$ cat config.mk
export PLATFORM = sky130hd
export DESIGN_NAME = read_return_buffer
export DESIGN_NICKNAME = d
export VERILOG_FILES = /design/src/rtl/rrb_pkg.sv /design/src/rtl/find_first_set.sv /design/src/rtl/read_return_buffer.sv
export SDC_FILE = /design/constraint.sdc
export NUM_CORES = 1
export LEC_CHECK = 0
export ABC_AREA = 1
export ABC_CLOCK_PERIOD_IN_PS = 1600
export BUFFER_PORTS_ARGS = -buffer_cell sky130_fd_sc_hd__clkbuf_2
export CELL_PAD_IN_SITES_DETAIL_PLACEMENT = 1
export CELL_PAD_IN_SITES_GLOBAL_PLACEMENT = 2
export CORE_UTILIZATION = 34
export CTS_BUF_LIST = sky130_fd_sc_hd__clkbuf_16
export CTS_CLUSTER_DIAMETER = 60
export DETAILED_ROUTE_END_ITERATION = 8
export PLACE_DENSITY_LB_ADDON = 0.1
export SYNTH_ARGS = -nofsm -noshare
export SYNTH_HDL_FRONTEND = slang
export SYNTH_HIERARCHICAL = 1
export SYNTH_SLANG_ARGS = --single-unit
$ cat constraint.sdc
create_clock -name clk -period 1.6 [get_ports clk]
set_clock_uncertainty 0.2 [all_clocks]
set_input_delay 0.08 -clock clk [delete_from_list [all_inputs] [get_ports clk]]
set_output_delay 0.08 -clock clk [all_outputs]
set_load 0.05 [all_outputs]
$ cat src/rtl/rrb_pkg.sv
`default_nettype none

package rrb_pkg;

  // returned word width
  localparam int unsigned data_w = 32;

  // address width, also the tag in the top bits of each word
  localparam int unsigned tag_w = 8;

  // holding slots in the return buffer
  localparam int unsigned slot_cnt = 4;

  // memory latency, strobe to data
  localparam int unsigned read_lat = 2;

  // reads issued per start
  localparam int unsigned num_reads = 64;

  // free counter must hold 0..slot_cnt
  localparam int unsigned free_w = $clog2(slot_cnt + 1);

  // pause below this many free slots
  localparam logic [free_w-1:0] pause_margin = free_w'(2);

  // address of the final read in a run
  localparam logic [tag_w-1:0] last_rd_addr = tag_w'(num_reads - 1);

  typedef enum logic [1:0] {
    st_idle,
    st_run,
    st_done
  } issue_state_e;

endpackage

`default_nettype wire

$ cat src/rtl/find_first_set.sv
`timescale 1ns/1ps
`default_nettype none

// lowest set bit as one-hot, plus an any-set flag
module find_first_set #(
  parameter int unsigned width = 4
) (
  input  wire logic [width-1:0] bits,
  output logic      [width-1:0] first,
  output logic                  any
);

  logic found;

  always_comb begin
    first = '0;
    found = 1'b0;
    // scan upward, first hit wins
    for (int i = 0; i < width; i++) begin
      if (bits[i] && !found) begin
        first[i] = 1'b1;
        found    = 1'b1;
      end
    end
  end

  assign any = found;

endmodule

`default_nettype wire

$ cat src/rtl/read_return_buffer.sv
`timescale 1ns/1ps
`default_nettype none

// holding buffer for returned words
// empty and ready: word bypasses straight to out_data
// otherwise it parks in a slot, lowest occupied slot drains first
module read_return_buffer (
  input  wire logic                       clk,
  input  wire logic                       rst,
  input  wire logic                       in_en,
  input  wire logic [rrb_pkg::data_w-1:0] d_in,
  input  wire logic                       out_ready,
  output logic                            pause,
  output logic                            out_strobe,
  output logic      [rrb_pkg::data_w-1:0] out_data
);

  // one bit per slot, set when slot is free
  logic [rrb_pkg::slot_cnt-1:0] free_mask;

  // slot payload, written read_lat cycles after claim
  logic [rrb_pkg::data_w-1:0] slot_data [rrb_pkg::slot_cnt];

  logic [rrb_pkg::slot_cnt-1:0] first_free;
  logic                         any_free;
  logic [rrb_pkg::slot_cnt-1:0] first_occ;
  logic                         any_occ;

  logic [rrb_pkg::free_w-1:0] free_cnt;

  logic claim;
  logic deliver;

  // per-slot write enable, delayed to meet returning data
  logic [rrb_pkg::slot_cnt-1:0] wen_pipe [rrb_pkg::read_lat];
  // selected slot and its valid, delayed to meet the output
  logic [rrb_pkg::slot_cnt-1:0] sel_pipe [rrb_pkg::read_lat];
  logic [rrb_pkg::read_lat-1:0] sel_vld_pipe;

  find_first_set #(
    .width(rrb_pkg::slot_cnt)
  ) u_ffs_free (
    .bits (free_mask),
    .first(first_free),
    .any  (any_free)
  );

  find_first_set #(
    .width(rrb_pkg::slot_cnt)
  ) u_ffs_occ (
    .bits (~free_mask),
    .first(first_occ),
    .any  (any_occ)
  );

  // popcount of free slots
  always_comb begin
    free_cnt = '0;
    for (int i = 0; i < rrb_pkg::slot_cnt; i++) begin
      free_cnt = free_cnt + {{(rrb_pkg::free_w - 1){1'b0}}, free_mask[i]};
    end
  end

  // stall the issuer while the consumer is away and room is short
  assign pause = !out_ready && (free_cnt < rrb_pkg::pause_margin);

  // drain oldest-indexed slot when consumer is ready
  assign deliver = out_ready && any_occ;

  // park the word unless it can bypass
  assign claim = in_en && any_free && (!out_ready || any_occ);

  // one strobe per cycle, either bypass or slot drain
  assign out_strobe = out_ready && (in_en || any_occ);

  always_ff @(posedge clk) begin
    if (rst) begin
      free_mask <= '1;
    end else begin
      // freed slot is not reclaimable in the same cycle
      free_mask <= (free_mask & ~(claim ? first_free : '0))
                 | (deliver ? first_occ : '0);
    end
  end

  always_ff @(posedge clk) begin
    if (rst) begin
      for (int s = 0; s < rrb_pkg::read_lat; s++) begin
        wen_pipe[s] <= '0;
        sel_pipe[s] <= '0;
      end
      sel_vld_pipe <= '0;
    end else begin
      wen_pipe[0]     <= claim ? first_free : '0;
      sel_pipe[0]     <= first_occ;
      sel_vld_pipe[0] <= deliver;
      for (int s = 1; s < rrb_pkg::read_lat; s++) begin
        wen_pipe[s]     <= wen_pipe[s-1];
        sel_pipe[s]     <= sel_pipe[s-1];
        sel_vld_pipe[s] <= sel_vld_pipe[s-1];
      end
    end
  end

  // capture the returning word into its claimed slot
  always_ff @(posedge clk) begin
    for (int i = 0; i < rrb_pkg::slot_cnt; i++) begin
      if (wen_pipe[rrb_pkg::read_lat-1][i]) begin
        slot_data[i] <= d_in;
      end
    end
  end

  // slot select, else bypass
  always_comb begin
    out_data = d_in;
    if (sel_vld_pipe[rrb_pkg::read_lat-1]) begin
      for (int i = 0; i < rrb_pkg::slot_cnt; i++) begin
        if (sel_pipe[rrb_pkg::read_lat-1][i]) begin
          out_data = slot_data[i];
        end
      end
    end
  end

endmodule

`default_nettype wire

== Word level (Yosys, flattened, before mapping) ==
Memory sizes are Yosys's and may differ from the RTL's.
Cells that the tools add are included.

* Memories kept: 3
* RAM bits: 144
* Flip-flop bits (word level): 6
* Input port bits: 36

{| class="wikitable"
|+ Memory list
! name !! depth !! bits a word !! rd ports !! clocked after Yosys merged registers in !! wr ports !! line !! RTL
|-
| slot_data || 4 || 32 || 4 || 0 || 4 || read_return_buffer.sv:22 || <nowiki>logic [rrb_pkg::data_w-1:0] slot_data [rrb_pkg::slot_cnt];</nowiki>
|-
| sel_pipe || 2 || 4 || 2 || 0 || 2 || read_return_buffer.sv:37 || <nowiki>logic [rrb_pkg::slot_cnt-1:0] sel_pipe [rrb_pkg::read_lat];</nowiki>
|-
| wen_pipe || 2 || 4 || 2 || 0 || 2 || read_return_buffer.sv:35 || <nowiki>logic [rrb_pkg::slot_cnt-1:0] wen_pipe [rrb_pkg::read_lat];</nowiki>
|}

* Reduce and logical (&&, ||, !) cells: 20
* $lt $le $gt $ge: 1
* Bitwise operators: 8
* Mux-type cells: 36
* Add/sub/neg operators: 3

{| class="wikitable"
|+ Operators with widths
! operator !! number
|-
| 32-bit 2-to-1 mux || 5
|-
| 1-bit 2-to-1 mux || 25
|-
| 4-bit 2-to-1 mux || 6
|-
| 1-bit logical AND || 11
|-
| 4-bit NOT || 2
|-
| 1-bit logical NOT || 7
|-
| 4-bit bitwise AND || 1
|-
| 1-bit OR || 4
|-
| 4-bit OR || 1
|-
| 2-bit by 1-bit adder with 3-bit output || 1
|-
| 3-bit by 1-bit adder with 3-bit output || 1
|-
| 3-bit by 2-bit less-than comparator with 1-bit output (second input constant) || 1
|-
| 1-bit by 1-bit adder with 2-bit output || 1
|-
| 1-bit logical OR || 2
|}

== Depth between registers and ports, before layout ==
* Depth after elaboration: 17
* Mapped depth: 9
* Mapped depth without buffers: 8

== Modules after synthesis ==
The synthesis kept the hierarchy.

{| class="wikitable"
|+ By module, submodules not included
! module !! times used !! cells each !! area an instance (µm²)
|-
| read_return_buffer || 1 || 667 || 6926.6
|-
| find_first_set || 2 || 10 || 46.3
|}

== Worst setup path before layout ==
Ideal clock, no wire load.

* Path kind: register to output
* From: reg free_mask[0] (netlist bit)
* To: out pause
* Arrival time: 1771 ps
* Slack: -451 ps
* Stages on the path, launching flop included: 5
* Required time: 1320 ps
* Path buffers: 0
* Path through: dfxtp_1 inv_1 fa_1 o21ai_0 nor2_1

* Longest elaborated chain between the ends: 5

{| class="wikitable"
|+ RTL lines
! what !! line !! RTL
|-
| start: declaration || read_return_buffer.sv:19 || <nowiki>logic [rrb_pkg::slot_cnt-1:0] free_mask;</nowiki>
|-
| start signal: assignment || read_return_buffer.sv:81 || <nowiki>free_mask <= (free_mask & ~(claim ? first_free : '0))</nowiki>
|-
| 1-bit by 1-bit adder with 2-bit output || read_return_buffer.sv:60 || <nowiki>free_cnt = free_cnt + {{(rrb_pkg::free_w - 1){1'b0}}, free_mask[i]};</nowiki>
|-
| 2-bit by 1-bit adder with 3-bit output || read_return_buffer.sv:60 ||
|-
| 3-bit by 1-bit adder with 3-bit output || read_return_buffer.sv:60 ||
|-
| 3-bit by 2-bit less-than comparator with 1-bit output || read_return_buffer.sv:65 || <nowiki>assign pause = !out_ready && (free_cnt < rrb_pkg::pause_margin);</nowiki>
|-
| 1-bit logical AND || read_return_buffer.sv:65 ||
|-
| end: declaration || read_return_buffer.sv:13 || <nowiki>output logic pause,</nowiki>
|}

Every way passes these cells.

==> summary.txt <==
STA
  – Slew Viols, Final: 0
  – Peak Freq: 0.504 GHz
  – Final setup fails: 34
  – Total negative slack: -10.36 ns
  – Fin crit period: 1.98 ns
  – Max_slew headroom: 0.718
  – Fin crit share: 1.24
  – Hold Fails Final Rpt: 0
  – Setup ws final: -0.382 ns
  – RSZ-0062 raised after global routing: true
  – Tightest Pin Transition: 0.423 ns

Setup path
  – Worst setup SP type: register
  – CP Launch Point: sel_pipe[0][4]
  – Crit path buf inv count: 4
  – CP delay by family, top: buffers and inverters
  – Slowest-stage cell, CP: dfxtp_4
  – Crit path kind: reg -> out
  – Critical path arrival: 1.70 ns
  – Max incr delay on CP: 0.41 ns
  – CP Cell Sequence: inv_8 -> buf_12 -> buf_16 -> nand2_2 -> nand3_2 -> nand2_1 -> nand2_1 -> nand2_2 -> nand2_2 -> clkbuf_8
  – Required @ worst endpoint: 1.32 ns
  – RR Endpoint: free_mask[1]
  – R2R Setup Slk: 0.13 ns
  – Most common cell type on the critical path: nand2_2
  – CP endpoint kind: output port
  – Crit path depth: 10
  – CP endpoint: out_data[19]
  – Reg2reg start: free_mask[0]
  – Critical-path maximum fanout: 7
  – R2R cell count: 9

Global route
  – First-pass GRT wire length: 29700 um
  – Initial antenna violation count: 0
  – Largest net degree at the start of global routing: 40
  – Vias in the first global route: 5607
  – Gr usage total: 0.183
  – Grt ovf: 0

Clock tree
  – CTS sink cnt: 150
  – CTS Root Cell: clkbuf_16
  – Clk buf depth: 2
  – CTS tree: built
  – Clock Pin Slew Worst Setup and Hold Paths: 0.06 ns
  – Worst skew pair latency: 0.42 ns
  – CTS buffer count: 17
  – H-tree depth: 4

Synthesis
  – Syn. warnings: 6
  – Post-synthesis cell area: 0.00702 mm2
  – Mapped Nets: 724
  – Synth Area per Inst: 10.2 um2
  – Asr flop ratio synth: 0
  – Syn Inst Count: 687
  – EDFF count, synth: 128
  – Yosys top cell area share: 0.548
  – Area leader, netlist: edfxtp_1
  – Register area share after synthesis: 0.610
  – Top FF cell, synth: edfxtp_1
  – Post-synth cell types: 23
  – #FFs+latches synth: 150
  – Top cells by area, synth: edfxtp_1, nand2_1, a21oi_1

Power
  – Switch Pwr: 2.26 mW
  – Gate power share: 0.132
  – PD cells: 980 mW/mm2
  – Total power: 9.49 mW
  – Clock group share of total power: 0.413
  – Flop pwr share: 0.455
  – Int Pwr: 7.23 mW
  – Peak supply drop: 0.778 mV
  – Fraction of power spent switching nets: 0.238
  – Leakage: 4.27 nW

Detailed routing
  – Routed len/inst: 16.6 um
  – Final antenna-violating net count: 0
  – Top Layer Used: met4
  – Met3 WL: 391 um
  – Drc violations: 0
  – DR pass1 iterations: 4
  – DRT met1 WL: 8270 um
  – Metal2 WL: 9330 um
  – Vias: 5085
  – Initial DRC count: 186
  – Overall routed net length: 18300 um
  – Vias per cell: 4.61

Run
  – Max-cap violation count: 0

Cells and area
  – Area growth syn-to-layout: 38.0%
  – Fillers: 2180
  – Antenna Diode Count: 0
  – Fin nets: 858
  – Commonest cells after routing, fill and taps aside: nand2_1, edfxtp_1, inv_1, a21oi_1, nand2_2
  – Post-route cell area: 0.00968 mm2
  – Fraction of layout cells with a size suffix above 1: 0.353
  – Commonest non-fill, non-tap cell in the layout: nand2_1

Run status
  – Outcome: complete, but fails checks
  – Failing checks: setup timing

Floorplanning
  – Die height: 146 um
  – # IOs: 70
  – Core area: 0.0202 mm2
  – Number of cell rows: 52
  – Die extent in x: 146 um
  – Die Area: 0.0212 mm2
  – Starting Density: 0.347

Place
  – PortBufs: 69
  – HPWL after DPL: 10700 um
  – GPL Wtd Cong: 0.735
  – Placed inst area: 0.00786 mm2

Hold path
  – Hold crit path type: reg -> reg
==> timing repair <==
action	4_1_cts	5_1_grt
hold buffers	35	0
gates resized for setup	128	73
setup endpoints to repair	38	41
gates cloned	6	0
hold endpoints to repair	150	0
setup buffers	6	3
pin swaps	20	35
==> metal layers <==
layer,up-vias,global-route usage
met3,24,0.0332
met1,2491,0.229
met2,69,0.318
met4,0,0.0616
met5,-,0
li1,2501,-
==> synth_stat cells (2+ instances only) <==
cell type       instances
dlymetal6s2s_1          3
buf_2                   6
edfxtp_1              128
nor2_2                  2
clkbuf_8               12
nor3_1                  2
nand3_1                 8
dfxtp_1                22
a21oi_1                97
nor2_1                 23
buf_4                   3
nand3_2                30
nand2_2                30
inv_1                  90
buf_12                  4
buf_6                   8
nand2_1               212
clkbuf_1                2
==> flip-flops by register name, summed over array words and instances, names as in the netlist <==
register / cells
free_mask: 4
sel_vld_pipe: 2
slot_data: 128
wen_pipe: 8
sel_pipe: 8
==> power groups by stage <==
stage / clock, mW / sequential [mW] / combinational, mW
finish: 3.92 / 4.31 / 1.25
global route: 4.19 / 4.31 / 1.35
CTS: 4.00 / 4.31 / 1.18
detailed placement: 0 / 4.39 / 0.925
global placement: 0 / 4.39 / 0.904
floorplan: 0 / 4.40 / 0.576
==> worst min-delay path by stage <==
stage	to	slack, ns	cells past startpoint	start
2_1_floorplan	slot_data[0][0]	-0.02	0	d_in[0]
3_3_place_gp	slot_data[3][30]	0.14	1	d_in[30]
3_5_place_dp	slot_data[3][25]	0.16	1	d_in[25]
4_1_cts	sel_pipe[0][7]	0.21	2	sel_pipe[0][3]
5_1_grt	sel_pipe[0][5]	0.22	2	sel_pipe[0][1]
6_report	wen_pipe[0][4]	0.20	2	wen_pipe[0][0]
==> worst register-to-register path: stages (launching register included) <==
cell and delay, ns:
dfxtp_4 0.35, inv_4 0.06, buf_6 0.11, nor2_4 0.04, nand3_2 0.06, inv_1 0.05, a21oi_2 0.21, nand2_1 0.12
nand2_1 0.09, nand3_1 0.06
==> cell type report <==
cell class / count / area [um2] / area share
clock buffer: 17 / 425 / 0.0439
clock inverter: 14 / 144 / 0.0149
inverter: 93 / 372 / 0.0384
tap: 270 / 338 / 0.0349
timing repair buffer: 153 / 1850 / 0.191
multi-input combinational: 406 / 2250 / 0.233
sequential: 150 / 4300 / 0.445
==> logic make-up after synthesis <==
kind of cell,after synthesis,share of synthesized area
simple gates,307,0.204
flops,150,0.610
buf+inv,131,0.113
compound gates,98,0.0699
fa+ha+maj,1,0.00285
==> metrics by stage <==
step / instances / utilization / hold slack (ns) / worst slack (ns)
4_1_cts: 1100 / 0.468 / 0.205 / -0.397
5_1_grt: 1103 / 0.479 / 0.219 / -0.484
2_1_floorplan: 687 / - / -0.0211 / 0.000788
3_5_place_dp: 1022 / 0.388 / 0.158 / -0.0644
6_report: 1103 / 0.479 / 0.201 / -0.382
3_3_place_gp: 1022 / 0.388 / 0.143 / -0.0465
Power figures use the tool's default switching activity.
