--- config.mk ---
export PLATFORM = sky130hd
export DESIGN_NAME = read_issue
export DESIGN_NICKNAME = d
export VERILOG_FILES = /design/src/rtl/rrb_pkg.sv /design/src/rtl/read_issue.sv
export SDC_FILE = /design/constraint.sdc
export NUM_CORES = 1
export LEC_CHECK = 0
export BUFFER_PORTS_ARGS = -buffer_cell sky130_fd_sc_hd__buf_4
export CAP_MARGIN = 20
export CORE_AREA = 2 2 39 41
export DETAILED_ROUTE_END_ITERATION = 16
export DIE_AREA = 0 0 41 43
export GPL_TIMING_DRIVEN = 0
export PLACE_DENSITY = 0.64
export RECOVER_POWER = 50
export REMOVE_ABC_BUFFERS = 1
export SLEW_MARGIN = 25
export SYNTH_ARGS = -nofsm -noshare
export SYNTH_HDL_FRONTEND = slang
export SYNTH_SLANG_ARGS = --single-unit
--- constraint.sdc ---
create_clock -name clk -period 1.4 [get_ports clk]
set_input_delay 0.21 -clock clk [delete_from_list [all_inputs] [get_ports clk]]
set_output_delay 0.21 -clock clk [all_outputs]
set_load 0.005 [all_outputs]
--- src/rtl/rrb_pkg.sv ---
`default_nettype none

package rrb_pkg;

  // returned word width
  localparam int unsigned data_w = 32;

  // address width, also the tag in the top bits of each word
  localparam int unsigned tag_w = 8;

  // holding slots in the return buffer
  localparam int unsigned slot_cnt = 4;

  // memory latency, strobe to data
  localparam int unsigned read_lat = 2;

  // reads issued per start
  localparam int unsigned num_reads = 64;

  // free counter must hold 0..slot_cnt
  localparam int unsigned free_w = $clog2(slot_cnt + 1);

  // pause below this many free slots
  localparam logic [free_w-1:0] pause_margin = free_w'(2);

  // address of the final read in a run
  localparam logic [tag_w-1:0] last_rd_addr = tag_w'(num_reads - 1);

  typedef enum logic [1:0] {
    st_idle,
    st_run,
    st_done
  } issue_state_e;

endpackage

`default_nettype wire

--- src/rtl/read_issue.sv ---
`timescale 1ns/1ps
`default_nettype none

// issues num_reads sequential reads, holds off while paused
module read_issue (
  input  wire logic                      clk,
  input  wire logic                      rst,
  input  wire logic                      start,
  input  wire logic                      pause,
  output logic                           rd_en,
  output logic      [rrb_pkg::tag_w-1:0] rd_addr,
  output logic                           done
);

  rrb_pkg::issue_state_e state;
  rrb_pkg::issue_state_e state_nxt;

  // one read per unpaused cycle in run
  assign rd_en = (state == rrb_pkg::st_run) && !pause;

  // done is held until reset
  assign done = (state == rrb_pkg::st_done);

  always_comb begin
    state_nxt = state;
    case (state)
      rrb_pkg::st_idle: begin
        if (start) begin
          state_nxt = rrb_pkg::st_run;
        end
      end
      rrb_pkg::st_run: begin
        // last address just went out
        if (rd_en && (rd_addr == rrb_pkg::last_rd_addr)) begin
          state_nxt = rrb_pkg::st_done;
        end
      end
      rrb_pkg::st_done: begin
        state_nxt = rrb_pkg::st_done;
      end
      default: begin
        state_nxt = rrb_pkg::st_idle;
      end
    endcase
  end

  always_ff @(posedge clk) begin
    if (rst) begin
      state <= rrb_pkg::st_idle;
    end else begin
      state <= state_nxt;
    end
  end

  // address counter, restarts at zero on start
  always_ff @(posedge clk) begin
    if (rst) begin
      rd_addr <= '0;
    end else if (state == rrb_pkg::st_idle && start) begin
      rd_addr <= '0;
    end else if (rd_en) begin
      rd_addr <= rd_addr + 1'b1;
    end
  end

endmodule

`default_nettype wire

* Word-level counts from Yosys, hierarchy flattened
Cells that the tools add are included.
** Storage, ports and cells
- Logic and storage cells :: 18
- Register bits :: 10
- Output and inout bits :: 10
- Input port bits :: 4
** Operators by class
- Multiplexer cells :: 3
- Eq/ne operators :: 5
- Reductions and logical operators :: 7
- Add/sub/neg operators :: 1
** Operators by type and width (count)
- 8-bit by 1-bit adder with 8-bit output (second input constant) :: 1
- 8-bit by 6-bit equality test with 1-bit output (second input constant) :: 1
- 2-bit one-hot mux with 3 select lines :: 1
- 2-bit two-way mux :: 2
- 1-bit logical AND :: 3
- 2-bit by 1-bit equality test with 1-bit output (second input constant) :: 1
- 2-bit equality test (second input constant) :: 1
- 2-bit logical NOT :: 1
- 2-bit by 1-bit != test with 1-bit output (second input constant) :: 1
- 2-bit != test (second input constant) :: 1
- 2-bit AND reduction :: 1
- 2-bit OR reduction :: 1
- 1-bit logical NOT :: 1

* Logic depth before layout (Yosys ltp)
Gate-level depths: netlist (run 1).
- Word-level depth :: 5
- Gate-level depth with buffers :: 7
- Gate-level depth less buffers :: 6

* Worst setup path after synthesis (run 1)
Ideal clock, no wire load.
- Path type :: register -> register
- From :: reg state[1]
- To :: reg rd_addr[6] (netlist bit)
- Data arrival time :: 1.145 ns
- Stages on the path, launching flop included :: 8
- Library setup time :: 0.120 ns
- Setup slack :: 0.135 ns
- Clock period less this slack :: 1.265 ns
- Data required time :: 1.280 ns
- Path buffers :: 1
- Path through :: dfxtp_1 > inv_1 > ha_1 > nor2b_1 > buf_4 > nand4_1 > xor2_1 > nor2_1
** Between the ends
- Elaborated cells on any way between the ends :: 5
- Those cells by class :: eq/ne (1); reduce/logical (4)
** RTL lines
- start, declared :: line read_issue.sv:15 : rrb_pkg::issue_state_e state;
- start signal, assigned :: line read_issue.sv:49 : state <= rrb_pkg::st_idle;
- start signal, assigned :: line read_issue.sv:51 : state <= state_nxt;
- 2-bit by 1-bit equality test with 1-bit output :: line read_issue.sv:19 : assign rd_en = (state == rrb_pkg::st_run) && !pause;
- 1-bit logical AND :: line read_issue.sv:19
- net rd_en :: line read_issue.sv:10 : output logic rd_en,
- end signal, assigned :: line read_issue.sv:62 : rd_addr <= rd_addr + 1'b1;
- end, declared :: line read_issue.sv:11 : output logic [rrb_pkg::tag_w-1:0] rd_addr,
The timed path passes the listed nets, and every way through them passes these cells.
A chain may end at the register's enable or synchronous reset.

* Worst setup path in the final report (run 1)
- From :: reg state[1]
- To :: out rd_en
** Between the ends
- Longest elaborated chain between the ends :: 2
** RTL lines (line)
- 2-bit by 1-bit equality test with 1-bit output :: read_issue.sv:19
- 1-bit logical AND :: read_issue.sv:19
- end, declared :: read_issue.sv:10
No other way between the ends.

==> results.json, run 1 <==
{
  "crit_fanout": 3,
  "reg2reg_slack_ps": 100,
  "ys_top_cells_by_count": "10 x dfxtp_1, 8 x nor2_1, 6 x xor2_1",
  "grt_pass1_vias": 394,
  "root_buffer": "clkbuf_4",
  "crit_family": "flip-flops",
  "ys_seq_area_share_pct": 37.9,
  "fin_skew_ps": 6.11,
  "total_power_uw": 964,
  "yosysWarnings": 0,
  "yosys-top-cells-area": "dfxtp_1 38%, ha_1 12%, xor2_1 10%",
  "synth.largest_area_cell": "dfxtp_1",
  "die_height_um": 43,
  "dieArea_mm2": 0.00176,
  "drt-met1-wl_um": 393,
  "cts.sinks": 10,
  "cap_viol_max_count": 0,
  "hold_viol_final": 0,
  "start_kind": "flip-flop",
  "synth_cell_types": 19,
  "critical_path_arrival_ps": 1110,
  "area_growth_pct": 36.3,
  "synthFlopType": "dfxtp_1",
  "nFillCells": 141,
  "synthMostInstantiatedCell": "dfxtp_1",
  "antenna_found_initial": 0,
  "drt_iter0_drc": 14,
  "syn_inst": 55,
  "critPathCaptureType": "primary output",
  "io_buffers": 13,
  "grt_pass1_wl_mm": 1.63,
  "layout-drive-gt1-share_pct": 37.8,
  "syn_area_per_cell_um2": 9.60,
  "period_share_pct": 94.4,
  "relSlewSlack_pct": 82.2,
  "route.detailed.drc": 0,
  "cpPeakStageDelay_ps": 330,
  "min_from": "rst",
  "detail-route-antenna-nets": 0,
  "clk_latency_ps": 270,
  "hold_depth": 3,
  "grt_max_degree": 9,
  "die_x_um": 41,
  "critical_path.cell_chain": "inv_2 > ha_4 > nor2b_4 > buf_4",
  "worst_pin_slew_ps": 266,
  "fin_nets": 84,
  "whs_ps": 214,
  "synth-edff-count": 0,
  "synth-seq-cells": 10,
  "drt_first_pass_iters": 2,
  "p_leak_uw": 0.000335,
  "htree_levels": 1,
  "rsz0062_at_grt": "true",
  "worstHoldPathType": "input pin to flip-flop",
  "ff2ff_path_depth": 7,
  "multiInputGateArea_um2": 329,
  "vias": 436,
  "io_pins": 14,
  "gp_congestion": 0.648,
  "critPathKind": "flip-flop to primary output",
  "critPathRequiredTime_ps": 1190,
  "drv_slew": 0,
  "cts_hold_buf": 0,
  "cts_max_path_buffers": 2,
  "path_buf_inv": 2,
  "yosysTopAreaCellShare_pct": 37.9,
  "status": "finished clean",
  "wl_met2_um": 475,
  "gr-total-overflow": 0,
  "cts_tree": "yes",
  "rr_endpoint": "rd_addr[7]$_SDFFE_PP0P_",
  "setup_violations": 0,
  "avgViaCountPerCell": 4.84,
  "clkSlewWorstSetupHoldPaths_ps": 70,
  "finalCriticalPeriod_ps": 1320,
  "power_density_mw_per_mm2": 1340,
  "routedWlPerCell_um": 10.6,
  "initial_core_util_pct": 38.2,
  "async_flop_share_pct": 0,
  "hpwl_um": 676,
  "core_mm2": 0.00138,
  "wl_met3_um": 55,
  "cpMaxStageDelayCell": "dfxtp_2",
  "wl_um": 951,
  "seqCellArea_um2": 203,
  "tritoncts.num_buffers": 3,
  "max-vdd-ir-drop_v": 0.000578,
  "syn_area_um2": 528,
  "timing.rr.start": "state[1]$_SDFFE_PP0P_",
  "rows": 14,
  "topRoutingLayerUsed": "met4",
  "fmax_ghz": 0.757,
  "n_antenna_cell": 0,
  "grt_usage_pct": 13.8,
  "worstHoldEndpoint": "state[1]$_SDFFE_PP0P_"
}
## per-layer routing
| layer | vias to the layer above | track usage (%) |
|---|---|---|
| li1 | 222 | - |
| met2 | 12 | 20.6 |
| met5 | - | 0 |
| met4 | 0 | 10.0 |
| met1 | 199 | 16.3 |
| met3 | 3 | 3.14 |
## state kept, by name, indices dropped and copies added (netlist names)
signal,cells
rd_addr,8
state,2
## metrics by stage
stage / TNS [ps] / instance area (um2) / utilization (%) / setup WS [ps] / cells
6_report: 0 / 719 / 52.0 / 79.0 / 90
5_1_grt: 0 / 719 / 52.0 / 2.23 / 90
4_1_cts: 0 / 707 / 51.1 / 1.93 / 90
3_5_place_dp: -1710 / 638 / 46.1 / -277 / 83
3_3_place_gp: -2020 / 638 / 46.1 / -315 / 83
2_1_floorplan: -550 / 520 / - / -114 / 54
## worst reg2reg max path: cells and delay by family (launching register included)
kind | cells | cell delay, ps
XOR/XNOR | 1 | 160
adder cells (fa/ha/maj) | 1 | 140
buffers and inverters | 2 | 220
flip-flops | 1 | 330
AND/OR/NAND/NOR | 3 | 340
## how the worst max path moves through the flow
stage,start,end,cells after the start
2_1_floorplan,state[1]$_SDFFE_PP0P_,rd_addr[7]$_SDFFE_PP0P_,6
3_3_place_gp,state[1]$_SDFFE_PP0P_,rd_addr[7]$_SDFFE_PP0P_,6
3_5_place_dp,state[1]$_SDFFE_PP0P_,rd_addr[7]$_SDFFE_PP0P_,6
4_1_cts,state[1]$_SDFFE_PP0P_,rd_en,4
5_1_grt,state[1]$_SDFFE_PP0P_,rd_addr[4]$_SDFFE_PP0P_,7
6_report,state[1]$_SDFFE_PP0P_,rd_en,4
## layout by cell type (no fill, tap or decap), drive strengths merged, types with 3 or more instances in the layout
cell type | synthesis | layout
nand4 | 4 | 4
buf | 1 | 10
mux2i | 3 | 3
xor2 | 6 | 6
ha | 5 | 5
inv | 3 | 3
dfxtp | 10 | 10
nor2 | 8 | 8
clkbuf | 0 | 10
## final cells by class
class | instances | area share, %
inverters | 3 | 1.57
clock buffers | 4 | 5.04
multi-input cells | 41 | 45.7
well taps | 16 | 2.78
repair buffers | 16 | 16.7
flip-flops and latches | 10 | 28.2
## cell families (layout without fill, tap and decap cells)
logic type | after synthesis | count (layout) | share of synthesized area (%)
flops | 10 | 10 | 37.9
mux | 3 | 3 | 5.69
buf+inv | 4 | 23 | 3.55
compound gates | 4 | 4 | 4.98
xor+xnor | 7 | 7 | 11.6
fa+ha+maj | 5 | 5 | 11.8
simple gates | 22 | 22 | 24.4
## power by group
group / leakage (uW) / switching (uW) / internal, uW / total (uW)
Clock: 0.0000210 / 107 / 158 / 265
Sequential: 0.0000817 / 31.9 / 321 / 353
Combinational: 0.000232 / 159 / 186 / 345
## timing repair
| action | 4_1_cts | 5_1_grt |
|---|---|---|
| setup buffers | 3 | 0 |
| resized for setup | 3 | 4 |
| endpoints found under the setup margin | 9 | 7 |
(Power assumes the default switching activity.)
==> run 2, diff against run 1 <==
Settings changed: PLACE_DENSITY 0.64 to 0.66.
==> run 2 against run 1 <==
Net effect: worst setup slack better by 1.3 ps; routed wire length is 0.95% higher; maximum frequency is 0.10% higher; first-iteration DRC count is 79% lower; global-route usage is 0.22 points lower; register-to-register slack hardly changed; combinational power is 7.8% higher; flip-flop and latch count stayed put; sequential share of layout area is 0.43 points lower; clock power is 3% lower; critical endpoint unchanged.
==> results.json, run 2 (synthesis gave the netlist of run 1 again) <==
{
  "gp_congestion": 0.642,
  "core_mm2": 0.00138,
  "fin_skew_ps": 0.500,
  "drt_first_pass_iters": 2,
  "crit_fanout": 3,
  "total_power_uw": 980,
  "status": "finished clean",
  "p_switching_uw": 293,
  "grt_pass1_vias": 405,
  "die_x_um": 41,
  "antenna_found_initial": 0,
  "vias": 443,
  "final_common_cell": "clkbuf_4",
  "largest-register": "rd_addr",
  "clk_latency_ps": 260,
  "cpPeakStageDelay_ps": 330,
  "power.share.clock_pct": 26.2,
  "hpwl_um": 676,
  "rr_endpoint": "rd_addr[4]$_SDFFE_PP0P_",
  "worstSetupEndpoint": "rd_en",
  "rows": 14,
  "drv_slew": 0,
  "relSlewSlack_pct": 82.4,
  "dpl_cell_area_um2": 638,
  "path_buf_inv": 2,
  "min_from": "rst",
  "area_growth_pct": 38.4,
  "cts_tree": "yes",
  "routedWlPerCell_um": 10.5,
  "final_cell_area_um2": 731,
  "final_core_util_pct": 52.8,
  "critPathCaptureType": "primary output",
  "dp.cells": 83,
  "cap_viol_max_count": 0,
  "whs_ps": 227,
  "die_height_um": 43,
  "critical_path_arrival_ps": 1110,
  "rsz0062_at_grt": "false",
  "crit_start": "state[1]$_SDFFE_PP0P_",
  "critical_path.cell_chain": "inv_2 > ha_4 > nor2b_4 > buf_4",
  "reg2reg_slack_ps": 110,
  "start_kind": "flip-flop",
  "p_leak_uw": 0.000335,
  "critPathRequiredTime_ps": 1190,
  "mostFrequentLayoutCells": "11 x clkbuf_4, 8 x nor2_1, 8 x buf_4, 8 x dfxtp_1, 6 x xor2_1",
  "route.detailed.drc": 0,
  "period_share_pct": 94.3,
  "tritoncts.num_buffers": 3,
  "largest_reg_flops": 8,
  "hold_depth": 3,
  "drt_iter0_drc": 3,
  "layout-drive-gt1-share_pct": 38.7,
  "crit_family": "flip-flops",
  "switching_share_pct": 29.9,
  "fin_nets": 85,
  "cts_max_path_buffers": 2,
  "avgViaCountPerCell": 4.87,
  "grt_max_degree": 9,
  "finalCriticalPeriod_ps": 1320,
  "root_buffer": "clkbuf_4",
  "timing.rr.start": "state[1]$_SDFFE_PP0P_",
  "p_comb_share_pct": 38.0,
  "gr-total-overflow": 0,
  "max-vdd-ir-drop_v": 0.000654,
  "fmax_ghz": 0.758,
  "worstHoldPathType": "input pin to flip-flop",
  "cp_num_cells": 4,
  "grt_usage_pct": 13.6,
  "clkSlewWorstSetupHoldPaths_ps": 70,
  "setup_violations": 0,
  "grt_pass1_wl_mm": 1.64,
  "dieArea_mm2": 0.00176,
  "reg_top3": "rd_addr (8), state (2)",
  "critPathKind": "flip-flop to primary output",
  "detail-route-antenna-nets": 0,
  "n_antenna_cell": 0,
  "cts.sinks": 10,
  "io_buffers": 13,
  "cpMaxStageDelayCell": "dfxtp_2",
  "htree_levels": 1,
  "ff2ff_path_depth": 7,
  "fin_cells": 91,
  "hold_viol_final": 0,
  "power_density_mw_per_mm2": 1340,
  "power_frac_seq_pct": 35.8,
  "internal_power_uw": 687,
  "wl_um": 960,
  "worst_pin_slew_ps": 264,
  "io_pins": 14,
  "initial_core_util_pct": 38.2
}
-- run 2: layer usage --
| metal | share of wire (%) | vias to the layer above | global-route usage [%] |
|---|---|---|---|
| met2 | 50 | 12 | 20.0 |
| met5 | 0 | - | 0 |
| met3 | 6.0 | 2 | 3.14 |
| met4 | 1.3 | 0 | 8.00 |
| li1 | - | 223 | - |
| met1 | 43 | 206 | 17.2 |
-- run 2: final cells by class --
cell class,count,area (um2)
clock buffers,4,36.3
fillers,130,653
inverters,3,11.3
multi-input cells,41,329
flip-flops and latches,10,203
well taps,16,20.0
repair buffers,17,131
-- run 2: timing repair --
| action | in CTS | in global routing |
|---|---|---|
| pin swaps | 0 | 2 |
| hold buffers | 0 | 0 |
| endpoints found under the setup margin | 9 | 7 |
| resized for setup | 3 | 5 |
| setup buffers | 2 | 2 |
-- run 2: stage by stage --
step | worst slack [ps] | setup TNS, ps
after global placement | -316 | -2080
after detailed placement | -253 | -1640
after global routing | 6.24 | 0
after CTS | 6.00 | 0
after floorplan | -114 | -550
final | 80.4 | 0
-- run 2: power by group through the flow --
stage / logic (uW) / registers (uW) / clock network [uW]
6_report: 372 / 351 / 256
5_1_grt: 422 / 356 / 279
4_1_cts: 316 / 340 / 262
3_5_place_dp: 281 / 345 / 0
3_3_place_gp: 281 / 344 / 0
2_1_floorplan: 207 / 341 / 0
-- run 2: worst reg2reg max path: cells and delay by family (launching register included) --
kind | cells | cell delay (ps)
simple gates | 3 | 330
flops | 1 | 330
fa+ha+maj | 1 | 140
buf+inv | 2 | 210
xor+xnor | 1 | 170
-- run 2: worst min path at each step --
stage / slack, ps / end
CTS: 240 / state[1]$_SDFFE_PP0P_
global route: 230 / state[1]$_SDFFE_PP0P_
global placement: 510 / state[1]$_SDFFE_PP0P_
finish: 230 / state[1]$_SDFFE_PP0P_
floorplan: 380 / state[0]$_SDFFE_PP0P_
detailed placement: 510 / state[1]$_SDFFE_PP0P_
